$ cat config.mk
export PLATFORM = sky130hd
export DESIGN_NAME = fmul_top
export DESIGN_NICKNAME = d
export VERILOG_FILES = /design/src/source/fmul_pkg.sv /design/src/source/fmul_normalize.sv /design/src/source/fmul_pack.sv /design/src/source/fmul_round_decide.sv /design/src/source/fmul_top.sv /design/src/source/fmul_unpack.sv
export SDC_FILE = /design/constraint.sdc
export NUM_CORES = 2
export LEC_CHECK = 0
export BUFFER_PORTS_ARGS = -buffer_cell sky130_fd_sc_hd__buf_2
export CAP_MARGIN = 20
export CELL_PAD_IN_SITES_DETAIL_PLACEMENT = 0
export CELL_PAD_IN_SITES_GLOBAL_PLACEMENT = 1
export CORE_MARGIN = 2
export CORE_UTILIZATION = 50
export CTS_CLUSTER_DIAMETER = 200
export DETAILED_ROUTE_END_ITERATION = 16
export GPL_TIMING_DRIVEN = 0
export HOLD_SLACK_MARGIN = 0.1
export PLACE_DENSITY = 0.84
export SYNTH_ARGS = -nofsm -noshare
export SYNTH_HDL_FRONTEND = slang
export SYNTH_SLANG_ARGS = --single-unit
$ cat constraint.sdc
create_clock -name i_clk -period 10.4 [get_ports i_clk]
set_input_delay 1.04 -clock i_clk [delete_from_list [all_inputs] [get_ports i_clk]]
set_output_delay 1.04 -clock i_clk [all_outputs]
set_load 0.05 [all_outputs]
$ cat src/source/fmul_pkg.sv
package fmul_pkg;

  // ======================================================================
  // Vector types
  // ======================================================================

  // Single-precision word
  typedef logic [31:0] fp32_t;
  // Working exponent, signed, wide enough to go below zero or past 255
  typedef logic signed [9:0] exp_t;
  // Mantissa with the hidden bit on top
  typedef logic [23:0] mant_t;
  // Raw 24x24 product
  typedef logic [47:0] prod_t;
  // Leading-zero count over the product
  typedef logic [5:0] lzc_t;

  // Rounding mode, frm encoding
  typedef enum logic [2:0] {
    RNE = 3'd0,
    RTZ = 3'd1,
    RDN = 3'd2,
    RUP = 3'd3,
    RMM = 3'd4
  } rm_e;

  // Exception flags in fflags order
  typedef struct packed {
    logic nv;
    logic dz;
    logic of;
    logic uf;
    logic nx;
  } fp_flags_t;

  // Sequencer, one state per stage register
  typedef enum logic [2:0] {
    IDLE    = 3'd0,
    STAGE1  = 3'd1,
    STAGE2  = 3'd2,
    STAGE3A = 3'd3,
    STAGE3B = 3'd4,
    STAGE4  = 3'd5,
    STAGE5  = 3'd6,
    STAGE6  = 3'd7
  } fmul_state_e;

  // ======================================================================
  // Stage contents
  // ======================================================================

  // After unpack, before the multiply
  typedef struct packed {
    logic  sign;
    exp_t  exp;
    mant_t mant_a;
    mant_t mant_b;
    logic  special;
    fp32_t special_result;
    logic  special_invalid;
    rm_e   rm;
  } unpack_stage_t;

  // After the multiply
  typedef struct packed {
    logic  sign;
    exp_t  exp;
    prod_t prod;
    logic  special;
    fp32_t special_result;
    logic  special_invalid;
    rm_e   rm;
  } product_stage_t;

  // Product plus its leading-zero information
  typedef struct packed {
    product_stage_t base;
    logic           prod_zero;
    logic           msb_set;
    lzc_t           lzc;
  } lzc_stage_t;

  // Leading one sits in bit 47 here
  typedef struct packed {
    logic  sign;
    exp_t  exp;
    prod_t prod;
    logic  prod_zero;
    logic  special;
    fp32_t special_result;
    logic  special_invalid;
    rm_e   rm;
  } norm_stage_t;

  // Mantissa ready for the increment
  typedef struct packed {
    logic  sign;
    exp_t  exp;
    mant_t mant;
    logic  round_up;
    logic  inexact;
    logic  prod_zero;
    rm_e   rm;
    logic  special;
    fp32_t special_result;
    logic  special_invalid;
  } round_stage_t;

  // ======================================================================
  // Format constants
  // ======================================================================

  localparam fp32_t CANONICAL_NAN = 32'h7FC0_0000;
  localparam exp_t  EXP_BIAS      = 10'sd127;
  localparam exp_t  EXP_ALL_ONES  = 10'sd255;
  // Mantissa plus guard, round and sticky
  localparam int    SHIFT_LIMIT   = 27;

endpackage

$ cat src/source/fmul_normalize.sv
module fmul_normalize (
  input  fmul_pkg::product_stage_t i_product,
  output fmul_pkg::lzc_stage_t     o_lzc_stage,
  input  fmul_pkg::lzc_stage_t     i_lzc_stage,
  output fmul_pkg::norm_stage_t    o_norm_stage
);

  // ======================================================================
  // Leading-zero count, from the stage 3 register
  // ======================================================================

  fmul_pkg::lzc_t lzc;

  // Zeros counted from bit 46 down, the highest set bit wins
  always_comb begin
    lzc = '0;
    for (int i = 0; i < 47; i++) begin
      if (i_product.prod[i]) begin
        lzc = fmul_pkg::lzc_t'(46 - i);
      end
    end
  end

  always_comb begin
    o_lzc_stage.base      = i_product;
    o_lzc_stage.prod_zero = (i_product.prod == '0);
    o_lzc_stage.msb_set   = i_product.prod[47];
    o_lzc_stage.lzc       = lzc;
  end

  // ======================================================================
  // Normalization shift, from the stage 3B register
  // ======================================================================

  always_comb begin
    o_norm_stage.sign            = i_lzc_stage.base.sign;
    o_norm_stage.prod_zero       = i_lzc_stage.prod_zero;
    o_norm_stage.special         = i_lzc_stage.base.special;
    o_norm_stage.special_result  = i_lzc_stage.base.special_result;
    o_norm_stage.special_invalid = i_lzc_stage.base.special_invalid;
    o_norm_stage.rm              = i_lzc_stage.base.rm;

    if (i_lzc_stage.prod_zero) begin
      o_norm_stage.prod = '0;
      o_norm_stage.exp  = '0;
    end else if (i_lzc_stage.msb_set) begin
      // Product in [2,4), already aligned
      o_norm_stage.prod = i_lzc_stage.base.prod;
      o_norm_stage.exp  = i_lzc_stage.base.exp + 10'sd1;
    end else begin
      // Leading one moves up into bit 47
      o_norm_stage.prod = i_lzc_stage.base.prod << (i_lzc_stage.lzc + 6'd1);
      o_norm_stage.exp  = i_lzc_stage.base.exp - $signed({4'b0000, i_lzc_stage.lzc});
    end
  end

endmodule

$ cat src/source/fmul_pack.sv
module fmul_pack (
  input  fmul_pkg::round_stage_t i_round,
  output fmul_pkg::fp32_t        o_result,
  output fmul_pkg::fp_flags_t    o_flags
);

  logic [24:0]    rounded;
  logic           carry;
  fmul_pkg::exp_t exp_adj;
  logic [22:0]    frac;
  logic           overflow;
  logic           underflow;
  logic           max_finite;

  assign rounded = {1'b0, i_round.mant} + {24'd0, i_round.round_up};
  assign carry   = rounded[24];

  always_comb begin
    if (carry) begin
      // Mantissa wrapped to 2.0, renormalize by one
      exp_adj = i_round.exp + 10'sd1;
      frac    = rounded[23:1];
    end else if (i_round.exp == 10'sd0 && rounded[23]) begin
      // Subnormal rounded up into the hidden bit
      exp_adj = 10'sd1;
      frac    = rounded[22:0];
    end else begin
      exp_adj = i_round.exp;
      frac    = rounded[22:0];
    end
  end

  assign overflow  = (exp_adj >= fmul_pkg::EXP_ALL_ONES);
  assign underflow = (exp_adj <= 10'sd0);

  // Modes that round toward zero at this sign saturate
  assign max_finite = (i_round.rm == fmul_pkg::RTZ) ||
                      (i_round.rm == fmul_pkg::RDN && !i_round.sign) ||
                      (i_round.rm == fmul_pkg::RUP && i_round.sign);

  // ======================================================================
  // Result select
  // ======================================================================

  always_comb begin
    o_result = '0;
    o_flags  = '0;

    if (i_round.special) begin
      o_result   = i_round.special_result;
      o_flags.nv = i_round.special_invalid;
    end else if (i_round.prod_zero) begin
      o_result = {i_round.sign, 31'd0};
    end else if (overflow) begin
      o_flags.of = 1'b1;
      o_flags.nx = 1'b1;
      if (max_finite) begin
        o_result = {i_round.sign, 8'hFE, 23'h7F_FFFF};
      end else begin
        o_result = {i_round.sign, 8'hFF, 23'd0};
      end
    end else if (underflow) begin
      // Tiny result, uf only when bits were lost
      o_flags.uf = i_round.inexact;
      o_flags.nx = i_round.inexact;
      o_result   = {i_round.sign, 8'h00, frac};
    end else begin
      o_flags.nx = i_round.inexact;
      o_result   = {i_round.sign, exp_adj[7:0], frac};
    end
  end

endmodule

$ cat src/source/fmul_round_decide.sv
module fmul_round_decide (
  input  fmul_pkg::norm_stage_t  i_norm,
  output fmul_pkg::round_stage_t o_round
);

  // Extended mantissa is {mant, guard, round, sticky}
  logic [fmul_pkg::SHIFT_LIMIT-1:0] ext;
  logic [fmul_pkg::SHIFT_LIMIT-1:0] ext_shifted;
  logic [fmul_pkg::SHIFT_LIMIT-1:0] lost_mask;
  logic signed [10:0]               shift_full;
  logic [5:0]                       shift_amt;
  logic                             shifted_lost;

  fmul_pkg::mant_t mant_w;
  fmul_pkg::exp_t  exp_w;
  logic            guard_w;
  logic            round_w;
  logic            sticky_w;
  logic            any_lost;
  logic            round_up;

  assign ext = {i_norm.prod[47:23], i_norm.prod[22], |i_norm.prod[21:0]};

  // Right shift that brings a tiny result up to exponent zero
  assign shift_full = 11'sd1 - $signed({i_norm.exp[9], i_norm.exp});
  assign shift_amt  = (shift_full >= fmul_pkg::SHIFT_LIMIT) ?
                      6'(fmul_pkg::SHIFT_LIMIT) : shift_full[5:0];

  // A shift of the full width clears the word and loses everything
  assign lost_mask    = ~({fmul_pkg::SHIFT_LIMIT{1'b1}} << shift_amt);
  assign ext_shifted  = ext >> shift_amt;
  assign shifted_lost = |(ext & lost_mask);

  always_comb begin
    // Normal range, bits straight from the product
    mant_w   = i_norm.prod[47:24];
    guard_w  = i_norm.prod[23];
    round_w  = i_norm.prod[22];
    sticky_w = |i_norm.prod[21:0];
    exp_w    = i_norm.exp;

    if (i_norm.exp <= 10'sd0) begin
      mant_w   = ext_shifted[26:3];
      guard_w  = ext_shifted[2];
      round_w  = ext_shifted[1];
      sticky_w = ext_shifted[0] | shifted_lost;
      exp_w    = '0;
    end
  end

  assign any_lost = guard_w | round_w | sticky_w;

  // ======================================================================
  // Round-up decision per mode
  // ======================================================================

  always_comb begin
    case (i_norm.rm)
      fmul_pkg::RNE: round_up = guard_w & (round_w | sticky_w | mant_w[0]);
      fmul_pkg::RTZ: round_up = 1'b0;
      fmul_pkg::RDN: round_up = i_norm.sign & any_lost;
      fmul_pkg::RUP: round_up = ~i_norm.sign & any_lost;
      fmul_pkg::RMM: round_up = guard_w;
      // Reserved codes behave as RNE
      default:       round_up = guard_w & (round_w | sticky_w | mant_w[0]);
    endcase
  end

  always_comb begin
    o_round.sign            = i_norm.sign;
    o_round.exp             = exp_w;
    o_round.mant            = mant_w;
    o_round.round_up        = round_up;
    o_round.inexact         = any_lost;
    o_round.prod_zero       = i_norm.prod_zero;
    o_round.rm              = i_norm.rm;
    o_round.special         = i_norm.special;
    o_round.special_result  = i_norm.special_result;
    o_round.special_invalid = i_norm.special_invalid;
  end

endmodule

$ cat src/source/fmul_top.sv
module fmul_top (
  input  logic                i_clk,
  input  logic                i_rst,
  input  logic                i_valid,
  input  fmul_pkg::fp32_t     i_operand_a,
  input  fmul_pkg::fp32_t     i_operand_b,
  input  fmul_pkg::rm_e       i_rounding_mode,
  output fmul_pkg::fp32_t     o_result,
  output fmul_pkg::fp_flags_t o_flags,
  output logic                o_valid
);

  // ======================================================================
  // Sequencer
  // ======================================================================

  fmul_pkg::fmul_state_e state;
  fmul_pkg::fmul_state_e next_state;

  // Strobe delay line behind STAGE6
  logic [1:0] valid_pipe;

  always_comb begin
    next_state = state;
    case (state)
      fmul_pkg::IDLE:    if (i_valid) next_state = fmul_pkg::STAGE1;
      fmul_pkg::STAGE1:  next_state = fmul_pkg::STAGE2;
      fmul_pkg::STAGE2:  next_state = fmul_pkg::STAGE3A;
      fmul_pkg::STAGE3A: next_state = fmul_pkg::STAGE3B;
      fmul_pkg::STAGE3B: next_state = fmul_pkg::STAGE4;
      fmul_pkg::STAGE4:  next_state = fmul_pkg::STAGE5;
      fmul_pkg::STAGE5:  next_state = fmul_pkg::STAGE6;
      fmul_pkg::STAGE6:  next_state = fmul_pkg::IDLE;
      default:           next_state = fmul_pkg::IDLE;
    endcase
  end

  always_ff @(posedge i_clk) begin
    if (i_rst) begin
      state      <= fmul_pkg::IDLE;
      valid_pipe <= '0;
    end else begin
      state      <= next_state;
      // o_valid rises one edge after the STAGE6 edge
      valid_pipe <= {valid_pipe[0], state == fmul_pkg::STAGE6};
    end
  end

  assign o_valid = valid_pipe[1];

  // ======================================================================
  // Operand capture and stage registers
  // ======================================================================

  fmul_pkg::fp32_t op_a_q;
  fmul_pkg::fp32_t op_b_q;
  fmul_pkg::rm_e   rm_q;

  fmul_pkg::unpack_stage_t  unpack_d;
  fmul_pkg::unpack_stage_t  s2_q;
  fmul_pkg::product_stage_t product_d;
  fmul_pkg::product_stage_t s3_q;
  fmul_pkg::lzc_stage_t     lzc_d;
  fmul_pkg::lzc_stage_t     s3b_q;
  fmul_pkg::norm_stage_t    norm_d;
  fmul_pkg::norm_stage_t    s4_q;
  fmul_pkg::round_stage_t   round_d;
  fmul_pkg::round_stage_t   s5_q;
  fmul_pkg::fp32_t          result_d;
  fmul_pkg::fp_flags_t      flags_d;

  fmul_unpack fmul_unpack_inst (
    .i_op_a  (op_a_q),
    .i_op_b  (op_b_q),
    .i_rm    (rm_q),
    .o_stage (unpack_d)
  );

  // Mantissa multiply between stage 2 and stage 3
  always_comb begin
    product_d.sign            = s2_q.sign;
    product_d.exp             = s2_q.exp;
    product_d.prod            = s2_q.mant_a * s2_q.mant_b;
    product_d.special         = s2_q.special;
    product_d.special_result  = s2_q.special_result;
    product_d.special_invalid = s2_q.special_invalid;
    product_d.rm              = s2_q.rm;
  end

  fmul_normalize fmul_normalize_inst (
    .i_product    (s3_q),
    .o_lzc_stage  (lzc_d),
    .i_lzc_stage  (s3b_q),
    .o_norm_stage (norm_d)
  );

  fmul_round_decide fmul_round_decide_inst (
    .i_norm  (s4_q),
    .o_round (round_d)
  );

  fmul_pack fmul_pack_inst (
    .i_round  (s5_q),
    .o_result (result_d),
    .o_flags  (flags_d)
  );

  // Each register loads only in its own state
  always_ff @(posedge i_clk) begin
    case (state)
      fmul_pkg::IDLE: begin
        if (i_valid) begin
          op_a_q <= i_operand_a;
          op_b_q <= i_operand_b;
          rm_q   <= i_rounding_mode;
        end
      end
      fmul_pkg::STAGE1:  s2_q  <= unpack_d;
      fmul_pkg::STAGE2:  s3_q  <= product_d;
      fmul_pkg::STAGE3A: s3b_q <= lzc_d;
      fmul_pkg::STAGE3B: s4_q  <= norm_d;
      fmul_pkg::STAGE4:  s5_q  <= round_d;
      default: ;
    endcase
  end

  // ======================================================================
  // Output registers
  // ======================================================================

  // Result holds until the next operation reaches STAGE5
  always_ff @(posedge i_clk) begin
    if (i_rst) begin
      o_result <= '0;
      o_flags  <= '0;
    end else if (state == fmul_pkg::STAGE5) begin
      o_result <= result_d;
      o_flags  <= flags_d;
    end
  end

endmodule

$ cat src/source/fmul_unpack.sv
module fmul_unpack (
  input  fmul_pkg::fp32_t         i_op_a,
  input  fmul_pkg::fp32_t         i_op_b,
  input  fmul_pkg::rm_e           i_rm,
  output fmul_pkg::unpack_stage_t o_stage
);

  // Per-operand view after classing
  typedef struct packed {
    logic [7:0]      exp;
    fmul_pkg::mant_t mant;
    logic            zero;
    logic            inf;
    logic            nan;
    logic            snan;
  } operand_t;

  function automatic operand_t classify(input fmul_pkg::fp32_t op);
    operand_t c;
    logic     exp_zero;
    logic     exp_ones;
    logic     frac_zero;
    exp_zero  = (op[30:23] == 8'h00);
    exp_ones  = (op[30:23] == 8'hFF);
    frac_zero = (op[22:0] == 23'd0);
    // Subnormal counts as exponent 1 with a clear hidden bit
    c.exp  = exp_zero ? 8'd1 : op[30:23];
    c.mant = {~exp_zero, op[22:0]};
    c.zero = exp_zero & frac_zero;
    c.inf  = exp_ones & frac_zero;
    c.nan  = exp_ones & ~frac_zero;
    // Quiet bit clear marks a signaling NaN
    c.snan = exp_ones & ~frac_zero & ~op[22];
    return c;
  endfunction

  operand_t a;
  operand_t b;
  logic     sign;

  assign a    = classify(i_op_a);
  assign b    = classify(i_op_b);
  assign sign = i_op_a[31] ^ i_op_b[31];

  always_comb begin
    o_stage.sign   = sign;
    // Biased exponents add, so one bias comes back out
    o_stage.exp    = $signed({2'b00, a.exp}) + $signed({2'b00, b.exp}) - fmul_pkg::EXP_BIAS;
    o_stage.mant_a = a.mant;
    o_stage.mant_b = b.mant;
    o_stage.rm     = i_rm;

    o_stage.special         = 1'b0;
    o_stage.special_result  = '0;
    o_stage.special_invalid = 1'b0;

    // Priority: NaN, inf*0, inf, zero
    if (a.nan || b.nan) begin
      o_stage.special         = 1'b1;
      o_stage.special_result  = fmul_pkg::CANONICAL_NAN;
      o_stage.special_invalid = a.snan | b.snan;
    end else if ((a.inf && b.zero) || (a.zero && b.inf)) begin
      o_stage.special         = 1'b1;
      o_stage.special_result  = fmul_pkg::CANONICAL_NAN;
      o_stage.special_invalid = 1'b1;
    end else if (a.inf || b.inf) begin
      o_stage.special        = 1'b1;
      o_stage.special_result = {sign, 8'hFF, 23'd0};
    end else if (a.zero || b.zero) begin
      // Signed zero, sign is the xor as usual
      o_stage.special        = 1'b1;
      o_stage.special_result = {sign, 31'd0};
    end
  end

endmodule

==> impl_summary.txt <==
----------------------------------------------------
[Outcome]
  Result of the run ... finished clean

[Critical path]
  Critical-path maximum fanout ... 10
  Family with the most delay on the worst path ... adder cells
  Total buffers and inverters traversed by the critical path ... 6
  CP peak stage delay ... 760 ps
  Critical Path RT ... about 11,000 ps
  Type of the setup path with the least slack ... reg -> reg
  Kind of end point of the critical path ... register
  Total stage count of the critical path ... 26
  Slowest cell on the critical path ... sky130_fd_sc_hd__clkbuf_1
  Category of the worst setup path launch point ... register
  Number of cells on the worst reg-to-reg path ... 26
  Worst setup path endpoint ... s3_q[83]
  Worst setup path startpoint ... s2_q[77]
  Startpoint of the worst register-to-register path ... s2_q[77]
  Register-to-register setup slack ... between 1000 and 1500 ps
  Most frequent CP cell ... sky130_fd_sc_hd__fa_1
  R2r endpoint ... s3_q[83]
  Data arrival, critical path ... roughly 9700 ps

[Synthesis]
  Count of different cell masters after synthesis ... 89
  Register area share after synthesis ... 31.3%
  Number of synthesized flops with an enable pin ... 389
  FF+latch count, synth ... 430
  Warning count from the yosys run ... 0
  Post-synth design cell area ... 40,000 sq um
  Share of synthesized flip-flops with an asynchronous set or reset ... 0%
  Cell count after synthesis ... 3,987
  Top FF cell, synth ... sky130_fd_sc_hd__edfxtp_1
  Mapped Avg Cell Area ... 10.0 sq um

[Floorplan]
  Core Footprint ... slightly below 80,000 sq um
  Initial core utilization ... 50.6%
  Number of placement rows ... approximately 100
  Die boundary height ... 287 um
  Die Wd ... 287 um
  Area enclosed by the die boundary ... approximately 80,000 sq um
  I/O pin count ... 108

[Global routing]
  Number of antenna violations at the first check in global routing ... 3
  Via count of the first global-routing pass ... 31,600
  Global-route wire length before repair ... 204 mm
  Maximum number of pins on one net before global-route repair ... 37
  Final global-route overflow total ... 0
  Total global-route track usage ... between 30% and 40%

[STA]
  Final hold vios ... 0
  Final setup violation count ... 0
  Peak clock frequency supported by timing ... 107 MHz
  Setup repair after global routing missed its margin ... false
  Fin crit share ... 89.6%
  Transition time at the pin with the least slew margin ... 1120 ps
  Min cycle time layout ... approximately 9300 ps
  Maximum clock skew at final layout ... 41.7 ps
  Slew Viols, Final ... 0
  Normalized max-slew margin ... 25.3%

[Route]
  Average wire per standard cell ... ~26 um
  Via total after detailed routing ... 30,700
  Total wirelength of the detailed-routed design ... 137 mm
  Via-to-Cell Ratio ... about 5.8
  Count of routing violations after the opening detailed-route iteration ... 2,700
  Remaining design rule violation count ... 0
  Drt first pass iters ... 5
  Post-route ant nets ... 0

[Worst hold path]
  Worst hold path depth ... 0
  Worst min-delay path class ... reg -> reg

[Cells and area]
  Number of nets in the final layout ... 4,926
  Area growth from synthesis to final layout ... 9.41%
  Share of post-route cells with drive strength above 1 ... 7.24%
  Final Util ... 55.3%
  Filler cell count ... 7,173

[Clock tree]
  TritonCTS clock tree ... built
  Gates resized, CTS repair ... 0
  Number of H-tree levels ... 2
  Maximum buffer depth of the clock tree ... 3
  Number of hold-repair buffers added at the cts stage ... 0
  Number of buffers inserted to repair setup after CTS ... 0
  Clock Sink Count ... 430
  Clk pin slew, worst setup/hold paths ... 60 ps
  Num CTS Buffers ... 47
  Clock latency of the later-clocked register in the worst-skew pair ... 630 ps
  Cell chosen for the clock root ... sky130_fd_sc_hd__clkbuf_16

[Placement]
  Last weighted congestion value of the routability-driven placer ... 1.01
  I/O Buffers ... 106
  Half-perimeter wire length after placement ... 112 mm

[Flow run]
  Max-cap violations ... 0

----------------------------------------------------
[worst reg2reg max path, stage by stage (launching register included)]
cell                       delay, ps
sky130_fd_sc_hd__edfxtp_1        720
sky130_fd_sc_hd__clkbuf_1        760
sky130_fd_sc_hd__nand2_1         200
sky130_fd_sc_hd__fa_1            630
sky130_fd_sc_hd__inv_1            60
sky130_fd_sc_hd__fa_1            480
sky130_fd_sc_hd__fa_1            540
sky130_fd_sc_hd__inv_1            50
sky130_fd_sc_hd__fa_1            530
sky130_fd_sc_hd__inv_1            60
sky130_fd_sc_hd__fa_1            520
sky130_fd_sc_hd__inv_1            50
sky130_fd_sc_hd__fa_1            470
sky130_fd_sc_hd__inv_1            50
sky130_fd_sc_hd__fa_1            440
sky130_fd_sc_hd__ha_1            250
sky130_fd_sc_hd__or4_1           470
sky130_fd_sc_hd__nor2_1          160
sky130_fd_sc_hd__nand3_1          90
sky130_fd_sc_hd__o211ai_1        450
sky130_fd_sc_hd__a21oi_1         210
sky130_fd_sc_hd__o41ai_1         760
sky130_fd_sc_hd__o21ai_0         330
sky130_fd_sc_hd__a221oi_1        370
sky130_fd_sc_hd__o21ai_0         140
sky130_fd_sc_hd__a21oi_1         200
sky130_fd_sc_hd__xnor2_1          80
[layer usage]
metal  share of wire [%]  track usage, %  up-vias
met1                  40            43.6    15300
met3                 7.5            5.94      386
met4                 6.7            19.1        4
met5               0.017               0        -
met2                  46            54.5     1408
li1                    -               -    13700
[registers in the layout, indices dropped and copies added (netlist names)]
signal,count
o_flags,4
o_result,32
op_a_q,32
op_b_q,32
product_d,19
rm_q,3
s2_q,48
s3_q,67
s3b_q,74
s4_q,68
s5_q,46
state,3
valid_pipe,2
[per-stage QoR]
stage	area [sq um]	hold WS (ps)	TNS [ps]	std cells	setup WS, ps
after floorplan	40000	400	0	3988	1890
after global placement	41800	401	-113280	5144	-1720
after detailed placement	42100	405	0	5173	1150
after CTS	43700	410	0	5261	1120
after global routing	43700	418	0	5261	662
final	43700	411	0	5263	1080
[cells in the mapped netlist (all sizes together), types with 11 or more instances]
cell type / n / area [sq um]
and2: 211 / 1320
a221oi: 14 / 129
a22o: 17 / 149
inv: 530 / 1990
nand4: 20 / 125
dfxtp: 41 / 821
and3: 19 / 119
mux2i: 62 / 621
nor2: 233 / 880
a31oi: 14 / 87.6
o22ai: 26 / 163
ha: 200 / 2500
clkbuf: 193 / 726
a211oi: 33 / 265
o21bai: 19 / 143
o211ai: 16 / 120
buf: 30 / 145
o21a: 14 / 105
edfxtp: 389 / 11700
nand3: 62 / 310
a21oi: 157 / 797
nor3: 35 / 180
a21o: 31 / 233
xor2: 37 / 324
nand2b: 18 / 113
o21ai: 136 / 684
or2: 11 / 68.8
nor4: 35 / 225
xnor2: 77 / 674
mux4: 29 / 653
mux2: 16 / 180
or3: 11 / 73.8
nand2: 588 / 2210
nor2b: 24 / 150
a22oi: 48 / 360
fa: 484 / 9690
[cells in the final DEF (no fill, tap or decap), types with 17 or more instances in the layout]
cell type and n:
sky130_fd_sc_hd__nor2b_1 24, sky130_fd_sc_hd__fa_1 484, sky130_fd_sc_hd__ha_1 200, sky130_fd_sc_hd__mux2i_1 62
sky130_fd_sc_hd__buf_1 17, sky130_fd_sc_hd__nor2_1 230, sky130_fd_sc_hd__edfxtp_1 389, sky130_fd_sc_hd__a22oi_1 48
sky130_fd_sc_hd__nor3_1 34, sky130_fd_sc_hd__clkbuf_1 203, sky130_fd_sc_hd__a21oi_1 154, sky130_fd_sc_hd__a211oi_1 31
sky130_fd_sc_hd__o21ai_0 130, sky130_fd_sc_hd__buf_6 17, sky130_fd_sc_hd__a22o_1 17, sky130_fd_sc_hd__nand2b_1 18
sky130_fd_sc_hd__o22ai_1 26, sky130_fd_sc_hd__buf_2 115, sky130_fd_sc_hd__a21o_1 31, sky130_fd_sc_hd__and2_1 211
sky130_fd_sc_hd__nand2_1 587, sky130_fd_sc_hd__nand3_1 62, sky130_fd_sc_hd__mux4_2 29, sky130_fd_sc_hd__inv_1 530
sky130_fd_sc_hd__and3_1 19, sky130_fd_sc_hd__nor4_1 34, sky130_fd_sc_hd__xnor2_1 77, sky130_fd_sc_hd__xor2_1 37
sky130_fd_sc_hd__clkbuf_16 49, sky130_fd_sc_hd__dfxtp_1 41, sky130_fd_sc_hd__o21bai_1 19, sky130_fd_sc_hd__nand4_1 20
[worst min-delay path by stage]
| stage | start | end | slack (ps) |
|---|---|---|---|
| 2_1_floorplan | rm_q[0] | product_d[0] | 400 |
| 3_3_place_gp | product_d[35] | s3_q[35] | 400 |
| 3_5_place_dp | product_d[2] | s3_q[2] | 400 |
| 4_1_cts | s3b_q[43] | s4_q[35] | 410 |
| 5_1_grt | s4_q[37] | s5_q[37] | 420 |
| 6_report | s3b_q[43] | s4_q[35] | 410 |
[cell families after synthesis]
group	count (synthesis)	synth area share (%)
compound gates	601	9.82
xor+xnor	114	2.50
fa+ha+maj	684	30.5
buf+inv	753	7.16
flops	430	31.3
mux	107	3.64
other cells	1	0.00939
simple gates	1297	15.1
[layout make-up]
| type | instances | area, sq um | share of cell area [%] |
|---|---|---|---|
| buffer | 223 | 871 | 1.99 |
| sequential | 430 | 12500 | 28.6 |
| antenna | 2 | 5.00 | 0.0114 |
| clock buffer | 63 | 1310 | 2.99 |
| inverter | 530 | 1990 | 4.55 |
| timing repair buffer | 135 | 843 | 1.93 |
| multi-input combinational | 2805 | 24600 | 56.3 |
| tap | 1050 | 1310 | 3.01 |
| clock inverter | 25 | 256 | 0.587 |
Power is not shown: default switching activity piles up to over one toggle a cycle in this logic, so the estimate is an artifact.
